### config.mk
export PLATFORM = sky130hd
export DESIGN_NAME = whiten_top
export DESIGN_NICKNAME = d
export VERILOG_FILES = /design/src/logic/whiten_pkg.sv /design/src/logic/word_if.sv /design/src/logic/stream_fifo.sv /design/src/logic/apb_regs.sv /design/src/logic/whiten_stage.sv /design/src/logic/whiten_top.sv
export VERILOG_INCLUDE_DIRS = /design/src /design/src/logic
export SDC_FILE = /design/constraint.sdc
export NUM_CORES = 1
export LEC_CHECK = 0
export BUFFER_PORTS_ARGS = -buffer_cell sky130_fd_sc_hd__buf_2
export CAP_MARGIN = 20
export CELL_PAD_IN_SITES_DETAIL_PLACEMENT = 1
export CELL_PAD_IN_SITES_GLOBAL_PLACEMENT = 1
export CORE_MARGIN = 1
export CORE_UTILIZATION = 40
export DETAILED_ROUTE_END_ITERATION = 7
export GPL_TIMING_DRIVEN = 1
export PLACE_DENSITY = 0.76
export SYNTH_ARGS = -nofsm -noshare
export SYNTH_HDL_FRONTEND = slang
export SYNTH_HIERARCHICAL = 1
export SYNTH_SLANG_ARGS = --single-unit
### constraint.sdc
create_clock -name i_clk -period 2.6 [get_ports i_clk]
set_input_delay 0.13 -clock i_clk [delete_from_list [all_inputs] [get_ports i_clk]]
set_output_delay 0.13 -clock i_clk [all_outputs]
set_load 0.02 [all_outputs]
### src/logic/whiten_consts.svh
`ifndef WHITEN_CONSTS_SVH
`define WHITEN_CONSTS_SVH

// Width of one data word on the stream.
`define WHITEN_DATA_W 16

// Buffer depths.
`define WHITEN_IN_DEPTH  4  // Power of two.
`define WHITEN_OUT_DEPTH 6  // Not a power of two.

// APB register map, byte offsets.
`define WHITEN_ADDR_CTRL      5'h00  // Bit 0 requests a flush.
`define WHITEN_ADDR_SEED      5'h04
`define WHITEN_ADDR_DATA      5'h08  // Push with last low.
`define WHITEN_ADDR_DATA_LAST 5'h0C  // Push with last high.
`define WHITEN_ADDR_STATUS    5'h10  // Read only.

// Keystream seed after reset.
`define WHITEN_RESET_SEED 16'hACE1

`endif

### src/logic/whiten_pkg.sv
`default_nettype none

`include "whiten_consts.svh"

package whiten_pkg;

  // Word as written by the host.
  typedef logic [`WHITEN_DATA_W-1:0] raw_word_t;

  // Keystream generator state.
  typedef logic [15:0] lfsr_t;

  // Whitened word with its even parity bit.
  // Parity is the XOR of all data bits, so the
  // 17-bit word always has an even number of ones.
  typedef struct packed {
    logic [`WHITEN_DATA_W-1:0] data;
    logic                      parity;
  } enc_word_t;

endpackage

`default_nettype wire

### src/logic/word_if.sv
`default_nettype none

// Valid/ready word link with a last flag.
interface word_if #(
  parameter type T = logic
) ();

  logic valid;   // Source has a word.
  logic ready;   // Sink can take a word.
  T     payload;
  logic last;    // Final word of a packet.

  // Payload and last hold while valid waits for ready.
  modport src (
    output valid,
    output payload,
    output last,
    input  ready
  );

  modport dst (
    input  valid,
    input  payload,
    input  last,
    output ready
  );

endinterface

`default_nettype wire

### src/logic/stream_fifo.sv
`default_nettype none

module stream_fifo #(
  parameter type T     = logic,
  parameter int  DEPTH = 4      // Two or more.
) (
  input  logic                       i_clk,
  input  logic                       i_rst_n,
  input  logic                       i_flush,

  word_if.dst                        wr,
  word_if.src                        rd,

  output logic [$clog2(DEPTH+1)-1:0] o_count
);

  localparam int PTR_W = $clog2(DEPTH);
  localparam int CNT_W = $clog2(DEPTH + 1);
  localparam bit POW2  = ((DEPTH & (DEPTH - 1)) == 0);

  typedef struct packed {
    T     payload;
    logic last;
  } entry_t;

  entry_t mem [DEPTH];

  // Top bit of each pointer is the wrap flag.
  logic [PTR_W:0]   wptr_q;
  logic [PTR_W:0]   rptr_q;
  logic [PTR_W:0]   wptr_nxt;
  logic [PTR_W:0]   rptr_nxt;
  logic [CNT_W-1:0] count_q;

  logic do_push;
  logic do_pop;
  logic idx_equal;
  logic wrap_diff;
  logic full;
  logic empty;

  if (POW2) begin : g_pow2
    // Carry out of the index lands in the wrap bit.
    assign wptr_nxt = wptr_q + 1'b1;
    assign rptr_nxt = rptr_q + 1'b1;
  end else begin : g_npow2
    localparam logic [PTR_W-1:0] LAST_IDX = PTR_W'(DEPTH - 1);

    logic w_wrap;
    logic r_wrap;

    assign w_wrap = (wptr_q[PTR_W-1:0] == LAST_IDX);
    assign r_wrap = (rptr_q[PTR_W-1:0] == LAST_IDX);

    // Index returns to zero and the wrap bit toggles.
    assign wptr_nxt = w_wrap ? {~wptr_q[PTR_W], {PTR_W{1'b0}}} : wptr_q + 1'b1;
    assign rptr_nxt = r_wrap ? {~rptr_q[PTR_W], {PTR_W{1'b0}}} : rptr_q + 1'b1;
  end

  // Same index: empty if the wrap bits agree, full if not.
  assign idx_equal = (wptr_q[PTR_W-1:0] == rptr_q[PTR_W-1:0]);
  assign wrap_diff = (wptr_q[PTR_W] != rptr_q[PTR_W]);
  assign full      = idx_equal && wrap_diff;
  assign empty     = idx_equal && !wrap_diff;

  assign wr.ready = !full;   // Independent of the reader.
  assign rd.valid = !empty;

  assign do_push = wr.valid && wr.ready;
  assign do_pop  = rd.valid && rd.ready;

  assign rd.payload = mem[rptr_q[PTR_W-1:0]].payload;
  assign rd.last    = mem[rptr_q[PTR_W-1:0]].last;

  always_ff @(posedge i_clk) begin
    if (do_push) begin
      mem[wptr_q[PTR_W-1:0]] <= '{payload: wr.payload, last: wr.last};
    end
  end

  always_ff @(posedge i_clk or negedge i_rst_n) begin
    if (!i_rst_n) begin
      wptr_q  <= '0;
      rptr_q  <= '0;
      count_q <= '0;
    end else if (i_flush) begin
      wptr_q  <= '0;   // Drop everything held.
      rptr_q  <= '0;
      count_q <= '0;
    end else begin
      if (do_push) begin
        wptr_q <= wptr_nxt;
      end
      if (do_pop) begin
        rptr_q <= rptr_nxt;
      end
      if (do_push && !do_pop) begin
        count_q <= count_q + 1'b1;
      end else if (do_pop && !do_push) begin
        count_q <= count_q - 1'b1;
      end
    end
  end

  assign o_count = count_q;

endmodule

`default_nettype wire

### src/logic/apb_regs.sv
`default_nettype none

`include "whiten_consts.svh"

module apb_regs (
  input  logic                                i_clk,
  input  logic                                i_rst_n,

  input  logic                                i_psel,
  input  logic                                i_penable,
  input  logic                                i_pwrite,
  input  logic [4:0]                          i_paddr,
  input  logic [31:0]                         i_pwdata,
  output logic [31:0]                         o_prdata,
  output logic                                o_pready,
  output logic                                o_pslverr,

  input  logic [$clog2(`WHITEN_IN_DEPTH+1)-1:0] i_in_count,
  input  logic                                i_out_valid,

  output logic                                o_flush,
  output whiten_pkg::lfsr_t                   o_seed,

  word_if.src                                 push
);

  whiten_pkg::lfsr_t seed_q;
  whiten_pkg::lfsr_t seed_wr;
  logic              flush_q;

  logic        access;
  logic        is_ctrl;
  logic        is_seed;
  logic        is_data;
  logic        is_data_last;
  logic        is_status;
  logic        mapped;
  logic        data_wr;
  logic        err;
  logic        done;
  logic [31:0] status;

  assign access = i_psel && i_penable;   // Access phase.

  assign is_ctrl      = (i_paddr == `WHITEN_ADDR_CTRL);
  assign is_seed      = (i_paddr == `WHITEN_ADDR_SEED);
  assign is_data      = (i_paddr == `WHITEN_ADDR_DATA);
  assign is_data_last = (i_paddr == `WHITEN_ADDR_DATA_LAST);
  assign is_status    = (i_paddr == `WHITEN_ADDR_STATUS);
  assign mapped       = is_ctrl || is_seed || is_data || is_data_last || is_status;

  assign data_wr = i_pwrite && (is_data || is_data_last);
  assign err     = !mapped || (i_pwrite && is_status);

  // Data writes wait for room in the ingress FIFO.
  assign o_pready  = access && (!data_wr || push.ready);
  assign o_pslverr = o_pready && err;
  assign done      = o_pready && !err;

  // Word is offered for the whole access phase.
  assign push.valid   = access && data_wr;
  assign push.payload = i_pwdata[`WHITEN_DATA_W-1:0];
  assign push.last    = is_data_last;

  // An all-zero state would lock the LFSR.
  assign seed_wr = (i_pwdata[15:0] == 16'h0000) ? 16'h0001 : i_pwdata[15:0];

  always_ff @(posedge i_clk or negedge i_rst_n) begin
    if (!i_rst_n) begin
      seed_q  <= `WHITEN_RESET_SEED;
      flush_q <= 1'b0;
    end else begin
      if (done && i_pwrite && is_seed) begin
        seed_q <= seed_wr;
      end
      // One-cycle pulse, also reloads the keystream.
      flush_q <= done && i_pwrite && ((is_ctrl && i_pwdata[0]) || is_seed);
    end
  end

  always_comb begin
    status             = '0;
    status[8]          = i_out_valid;
    status[$bits(i_in_count)-1:0] = i_in_count;
  end

  always_comb begin
    o_prdata = '0;
    if (is_seed) begin
      o_prdata[15:0] = seed_q;
    end else if (is_status) begin
      o_prdata = status;
    end
  end

  assign o_flush = flush_q;
  assign o_seed  = seed_q;

endmodule

`default_nettype wire

### src/logic/whiten_stage.sv
`default_nettype none

`include "whiten_consts.svh"

module whiten_stage (
  input  logic              i_clk,
  input  logic              i_rst_n,
  input  logic              i_flush,
  input  whiten_pkg::lfsr_t i_seed,

  word_if.dst               in,
  word_if.src               out
);

  whiten_pkg::lfsr_t     lfsr_q;
  whiten_pkg::enc_word_t enc_d;
  whiten_pkg::enc_word_t enc_q;
  logic                  last_q;
  logic                  valid_q;
  logic                  take;

  // Fibonacci step, taps 16, 14, 13, 11.
  function automatic whiten_pkg::lfsr_t lfsr_step(input whiten_pkg::lfsr_t s);
    return {s[14:0], s[15] ^ s[13] ^ s[12] ^ s[10]};
  endfunction

  // Register is free when empty or being drained.
  assign in.ready = !valid_q || out.ready;
  assign take     = in.valid && in.ready;

  assign enc_d.data   = in.payload ^ lfsr_q;
  assign enc_d.parity = ^enc_d.data;   // Even parity.

  always_ff @(posedge i_clk or negedge i_rst_n) begin
    if (!i_rst_n) begin
      lfsr_q  <= `WHITEN_RESET_SEED;
      valid_q <= 1'b0;
    end else if (i_flush) begin
      lfsr_q  <= i_seed;
      valid_q <= 1'b0;   // Held word is discarded.
    end else if (take) begin
      lfsr_q  <= lfsr_step(lfsr_q);
      valid_q <= 1'b1;
    end else if (out.ready) begin
      valid_q <= 1'b0;
    end
  end

  always_ff @(posedge i_clk) begin
    if (take) begin
      enc_q  <= enc_d;
      last_q <= in.last;
    end
  end

  assign out.valid   = valid_q;
  assign out.payload = enc_q;
  assign out.last    = last_q;

endmodule

`default_nettype wire

### src/logic/whiten_top.sv
`default_nettype none

`include "whiten_consts.svh"

module whiten_top (
  input  logic                      i_clk,
  input  logic                      i_rst_n,

  input  logic                      i_psel,
  input  logic                      i_penable,
  input  logic                      i_pwrite,
  input  logic [4:0]                i_paddr,
  input  logic [31:0]               i_pwdata,
  output logic [31:0]               o_prdata,
  output logic                      o_pready,
  output logic                      o_pslverr,

  output logic                      o_tvalid,
  output logic [`WHITEN_DATA_W-1:0] o_tdata,
  output logic                      o_tparity,
  output logic                      o_tlast,
  input  logic                      i_tready
);

  word_if #(.T(whiten_pkg::raw_word_t)) in_raw  ();  // Host to ingress FIFO.
  word_if #(.T(whiten_pkg::raw_word_t)) mid_raw ();  // Ingress FIFO to stage.
  word_if #(.T(whiten_pkg::enc_word_t)) out_enc ();  // Stage to egress FIFO.
  word_if #(.T(whiten_pkg::enc_word_t)) tx_enc  ();  // Egress FIFO to ports.

  logic                                flush;
  whiten_pkg::lfsr_t                   seed;
  logic [$clog2(`WHITEN_IN_DEPTH+1)-1:0] in_count;

  apb_regs u_apb (
    .i_clk       (i_clk),
    .i_rst_n     (i_rst_n),
    .i_psel      (i_psel),
    .i_penable   (i_penable),
    .i_pwrite    (i_pwrite),
    .i_paddr     (i_paddr),
    .i_pwdata    (i_pwdata),
    .o_prdata    (o_prdata),
    .o_pready    (o_pready),
    .o_pslverr   (o_pslverr),
    .i_in_count  (in_count),
    .i_out_valid (tx_enc.valid),
    .o_flush     (flush),
    .o_seed      (seed),
    .push        (in_raw)
  );

  stream_fifo #(
    .T     (whiten_pkg::raw_word_t),
    .DEPTH (`WHITEN_IN_DEPTH)
  ) u_in_fifo (
    .i_clk   (i_clk),
    .i_rst_n (i_rst_n),
    .i_flush (flush),
    .wr      (in_raw),
    .rd      (mid_raw),
    .o_count (in_count)
  );

  whiten_stage u_stage (
    .i_clk   (i_clk),
    .i_rst_n (i_rst_n),
    .i_flush (flush),
    .i_seed  (seed),
    .in      (mid_raw),
    .out     (out_enc)
  );

  stream_fifo #(
    .T     (whiten_pkg::enc_word_t),
    .DEPTH (`WHITEN_OUT_DEPTH)
  ) u_out_fifo (
    .i_clk   (i_clk),
    .i_rst_n (i_rst_n),
    .i_flush (flush),
    .wr      (out_enc),
    .rd      (tx_enc),
    .o_count ()        // Status only reports egress-not-empty.
  );

  assign o_tvalid     = tx_enc.valid;
  assign o_tdata      = tx_enc.payload.data;
  assign o_tparity    = tx_enc.payload.parity;
  assign o_tlast      = tx_enc.last;
  assign tx_enc.ready = i_tready;

endmodule

`default_nettype wire

==> results_dict.tcl, run 1 <==
set metrics [dict create \
    p_comb_share_pct 38.8 \
    cts_made_buffers 27 \
    synth_cells 646 \
    place_area_um2 11400 \
    worstHoldStart "i_tready" \
    clockRootBuffer "clkbuf_16" \
    leakagePower_uw 0.00476 \
    critPathRequiredTime_ns 3.02 \
    dieArea_um2 27200 \
    status "finished clean" \
    htreeDepth 1 \
    cts_sinks 245 \
    period_share_pct 98.9 \
    ff2ff_setup_slack_ns 0.03 \
    hold_viol_final 0 \
    port_buffers 63 \
    clkPwrFrac_pct 21.1 \
    dr.pass1.iters 4 \
    drv_cap 0 \
    drc 0 \
    fin_crit_ns 2.57 \
    r2r_start "u_in_fifo/rptr_q[0]" \
    syn_area_per_cell_um2 16.5 \
    areaGrowthSynthToFinish_pct 17.7 \
    whs_path_depth 4 \
    fin_tns_setup_ns 0 \
    nets 797 \
    p_sw_uw 5540 \
    p_per_area_nw_per_um2 1310 \
    pre_cts_ws_ns -0.0759 \
    grtUsageMet3_pct 2.82 \
    track_usage_pct 18.5 \
    dp_hpwl_um 16000 \
    cts_tree "done" \
    die_y_um 165 \
    clk_pin_slew_ns 0.06 \
    drive_above_1_share_pct 31.7 \
    final_cell_area_um2 12500 \
    switching_share_pct 33.8 \
    holdWs_ns 0.0571 \
    path_max_fanout 4 \
    start_util_pct 40.8 \
    seq_power_share_pct 40.2 \
    netlist_area_um2 10600 \
    hold_path_end "u_out_fifo/rptr_q[0]" \
    top_usage_layer "met2" \
    gp_congestion 0.804 \
    ir_worst_vdd_uv 537 \
    antenna_left 0 \
    crit_path_start_kind "register" \
    relSlewSlack_pct 50.7 \
    setup_viol 0 \
    drt-initial-drc-count 284 \
    clockBufferDepth 3 \
    finalMaxSlewViolations 0 \
    worst_slew_pin_slew_ns 0.740 \
    r2r_end "u_in_fifo/o_count[1]" \
    rows 59 \
    gr-total-overflow 0 \
    startpoint "u_in_fifo/rptr_q[0]" \
    io_pins 96 \
    clk_latency_ns 0.53 \
    num_antenna_cells 0 \
    p_int_uw 10800 \
    vias 5738 \
    grt_max_degree 42 \
    yosys_warnings 6 \
    wl_per_cell_um 22.1 \
    hp-class "in -> reg" \
    reg2reg_depth 10 \
    die_w_um 165 \
    finalClockSkew_ns 0.0164 \
    critPathCaptureType "register" \
    fmax_mhz 389 \
    viasPerCell 5.21 \
    antenna_found_initial 0 \
    grt_pass1_wl_um 37300 \
    first_global_vias 6400 \
    grt_use_met1_pct 22.2 \
    core_um2 26100 \
    cp_data_arrival_time_ns 2.99 \
    nFillCells 2519 \
    grt_setup_unrepaired "true" \
    drt_wl_total_um 24300 \
    fin_util_pct 48.0 \
    grtUsageMet2_pct 33.7 \
    finalWorstSetupSlack_ns 0.0298 \
    crit_type "reg -> reg" \
]
## per-stage QoR
| stage | power, µW | instances |
|---|---|---|
| 6_report | 16400 | 1102 |
| 5_1_grt | 17200 | 1102 |
| 4_1_cts | 16300 | 1097 |
| 3_5_place_dp | 12700 | 1032 |
| 3_3_place_gp | 12200 | 1032 |
| 2_1_floorplan | 10700 | 661 |
## repair_timing
action	CTS	global route
hold endpoints to repair	101	0
buffers inserted	0	5
hold buffers	17	0
setup endpoints to repair	20	4
pin swaps	1	9
gates resized for setup	9	23
## critical path, cell delays in order, from the launching register on
cell and delay (ns):
dfrtp_1 0.41, buf_4 0.18, buf_4 0.17, xnor2_4 0.19, nand3_2 0.13, a21oi_2 0.16
fa_2 0.47, a32o_1 0.30, a21oi_2 0.19, o21ai_2 0.10, a221oi_2 0.18
## flip-flops by register name, indices dropped and copies added (netlist names)
register and count:
u_stage/lfsr_q 16, u_apb/o_flush 1, u_in_fifo/rptr_q 3, u_stage/out.last 1, u_in_fifo/wptr_q 3, u_stage/out.valid 1, u_apb/o_seed 16, u_in_fifo/o_count 3
u_in_fifo/mem 68, u_out_fifo/rptr_q 4, u_out_fifo/mem 108, u_out_fifo/wptr_q 4, u_stage/out.payload 17
## routing by layer
metal	part of all wire [%]	vias to the layer above	wire length [µm]
met5	0	-	0
met4	3.1	0	758
met3	3.6	47	865
met2	53	130	12900
met1	40	2976	9820
li1	-	2585	-
## power groups by stage
stage	combinational [µW]	clock, µW	sequential, µW
global route	6870	3660	6710
detailed placement	6100	0	6630
CTS	6190	3540	6570
global placement	5780	0	6450
floorplan	4420	0	6280
finish	6360	3450	6580
## worst max-delay path by stage
| stage | depth (start not counted) | to |
|---|---|---|
| final | 10 | u_in_fifo/o_count[1] |
| after global routing | 7 | u_stage/out.payload[0] |
| after CTS | 6 | u_stage/out.payload[0] |
| after detailed placement | 10 | u_in_fifo/o_count[1] |
| after global placement | 7 | u_stage/out.payload[0] |
| after floorplan | 10 | u_in_fifo/o_count[1] |
## placed cells by master (no fill, tap or decap), types with 4 or more instances in the layout
cell,n
edfxtp_1,194
buf_2,63
nor2_1,39
mux2i_1,35
dfrtp_1,34
buf_4,33
mux4_2,32
clkbuf_16,27
a21oi_1,26
nand2_1,25
and3_1,18
dlygate4sd3_1,17
o21ai_1,17
conb_1,16
dfstp_2,16
xor2_1,14
xor2_2,11
mux2_4,10
inv_1,9
xnor2_1,9
clkbuf_1,8
clkinv_2,7
mux2_2,6
nor2b_1,5
ha_1,5
buf_12,5
a22o_1,4
nand2b_1,4
nand3_1,4
mux2_1,4
## layout make-up
type | instances | area, µm² | area share (%)
timing repair buffer | 121 | 875 | 6.99
multi-input combinational | 343 | 3270 | 26.1
sequential | 245 | 7120 | 56.9
clock buffer | 38 | 747 | 5.97
inverter | 10 | 37.5 | 0.300
clock inverter | 10 | 50.0 | 0.400
tap | 335 | 419 | 3.35
No activity file was read; power rests on OpenSTA's default activity.
==> run 2, diff against run 1 <==
CTS_BUF_LIST = sky130_fd_sc_hd__clkbuf_4 sky130_fd_sc_hd__clkbuf_8   (was default)
GPL_TIMING_DRIVEN = 0   (was 1)
==> run 2 against run 1 <==
Cell area increased by 2.6%. Sequential cell count is the same. Largest power group unchanged. Hold slack gained 0.023 ns. Cell count up 5.8%. Critical path depth fell by 4. Register-to-register slack lost 0.02 ns. Maximum frequency shrank 0.61%. Combinational power increased by 1%. Clock skew is 0.0052 ns higher. Clock power fell by 3%. Global-route usage fell by 0.44 points. Total power fell by 0.37%.
==> results_dict.tcl, run 2 (synthesis results as in run 1) <==
set metrics [dict create \
    hold_viol_final 0 \
    largest_reg_flops 108 \
    track_usage_pct 18.0 \
    finalClockSkew_ns 0.0216 \
    dp.cells 1064 \
    cp_data_arrival_time_ns 2.85 \
    final_cell_area_um2 12800 \
    cts_made_buffers 41 \
    grt_max_degree 35 \
    finalPower_uw 16300 \
    finalMaxSlewViolations 0 \
    clk_latency_ns 0.53 \
    fin_crit_ns 2.59 \
    clockBufferDepth 3 \
    p_per_area_nw_per_um2 1270 \
    finalWorstSetupSlack_ns 0.0139 \
    crit_path_start_kind "register" \
    gp_congestion 0.764 \
    port_buffers 62 \
    pre_cts_ws_ns -0.533 \
    hp-class "in -> async" \
    crit_type "reg -> reg" \
    drt-initial-drc-count 355 \
    setup_viol 0 \
    path_max_fanout 6 \
    grt_pass1_wl_um 36500 \
    holdWs_ns 0.0803 \
    rows 59 \
    nFillCells 2566 \
    drc 0 \
    areaGrowthSynthToFinish_pct 20.8 \
    dr.pass1.iters 5 \
    final_cells 1166 \
    die_y_um 165 \
    wl_per_cell_um 20.3 \
    cts_sinks 245 \
    vias 5868 \
    worst_slew_pin_slew_ns 1.00 \
    antenna_found_initial 0 \
    die_w_um 165 \
    first_global_vias 6434 \
    drv_cap 0 \
    critPathCaptureType "register" \
    num_antenna_cells 0 \
    grt_setup_unrepaired "true" \
    critPathRequiredTime_ns 2.87 \
    cts_tree "done" \
    clockRootBuffer "clkbuf_8" \
    drive_above_1_share_pct 36.0 \
    start_util_pct 40.8 \
    place_area_um2 11500 \
    antenna_left 0 \
    layout_common_cells "edfxtp_1 (194), buf_2 (65), buf_4 (44)" \
    fmax_mhz 387 \
    drt_wl_total_um 23700 \
    mostFrequentLayoutCell "edfxtp_1" \
    nets 849 \
    ir_worst_vdd_uv 562 \
    status "finished clean" \
    dieArea_um2 27200 \
    htreeDepth 2 \
    dp_hpwl_um 16500 \
    core_um2 26100 \
    viasPerCell 5.03 \
    period_share_pct 99.5 \
    gr-total-overflow 0 \
    relSlewSlack_pct 33.2 \
    io_pins 96 \
    clk_pin_slew_ns 0.07 \
    leakagePower_uw 0.00498 \
]
-- run 2: cell count changes in the layout (fill, tap and decap cells not counted), sizes merged --
| cell | before | now |
|---|---|---|
| inv | 10 | 12 |
| clkinv | 9 | 13 |
| buf | 104 | 122 |
| clkbuf | 38 | 76 |
| dlygate4sd3 | 17 | 18 |
| bufinv | 0 | 1 |
-- run 2: what timing repair did --
action                                  4_1_cts  5_1_grt
buffers inserted                              2        7
resized for setup                            25       22
cloned                                        0        2
hold endpoints to repair                    124        0
endpoints found under the setup margin       11       52
hold buffers                                 18        0
pin swaps                                     3        5
-- run 2: critical path: stages (launching register included) --
cell	delay (ns)
dfrtp_2	0.43
buf_12	0.15
mux4_1	0.64
xor2_2	0.20
xor3_2	0.39
xnor3_1	0.27
xor3_1	0.24
-- run 2: final timing paths --
check	startpoint	to	slack (ns)	depth (start not counted)
max	u_in_fifo/rptr_q[0]	u_stage/out.payload[0]	0.01	6
min	i_rst_n	u_in_fifo/o_count[2]	0.08	2
max reg2reg	u_in_fifo/rptr_q[0]	u_stage/out.payload[0]	0.01	6
min reg2reg	u_apb/o_seed[15]	u_stage/lfsr_q[15]	0.50	2
max in group asynchronous	i_rst_n	u_stage/lfsr_q[5]	1.88	3
min in group i_clk	i_penable	u_apb/o_flush	0.12	3
-- run 2: layer usage --
metal	routed length, µm	global-route usage (%)
met2	12600	32.5
met3	946	2.85
met1	9770	22.0
met4	447	5.75
met5	0	0
-- run 2: through the flow --
stage,TNS [ns],utilization (%)
after floorplan,0,-
after global placement,-43.92,43.9
after detailed placement,-9.02,44.3
after CTS,-0.0726,48.5
after global routing,-0.127,49.3
final,0,49.3
-- run 2: where the power goes --
group | switching (µW) | leakage (µW) | internal [µW]
sequential | 716 | 0.00240 | 5840
clock | 1490 | 0.000431 | 1840
combinational | 3350 | 0.00215 | 3080
total | 5560 | 0.00498 | 10800
-- run 2: layout make-up --
cell class / instances / area [µm²] / share of cell area (%)
sequential: 245 / 7120 / 55.5
multi-input combinational: 343 / 3310 / 25.7
timing repair buffer: 97 / 704 / 5.48
clock buffer: 57 / 697 / 5.42
buffer: 62 / 445 / 3.47
tap: 335 / 419 / 3.26
clock inverter: 17 / 111 / 0.867
inverter: 10 / 37.5 / 0.292
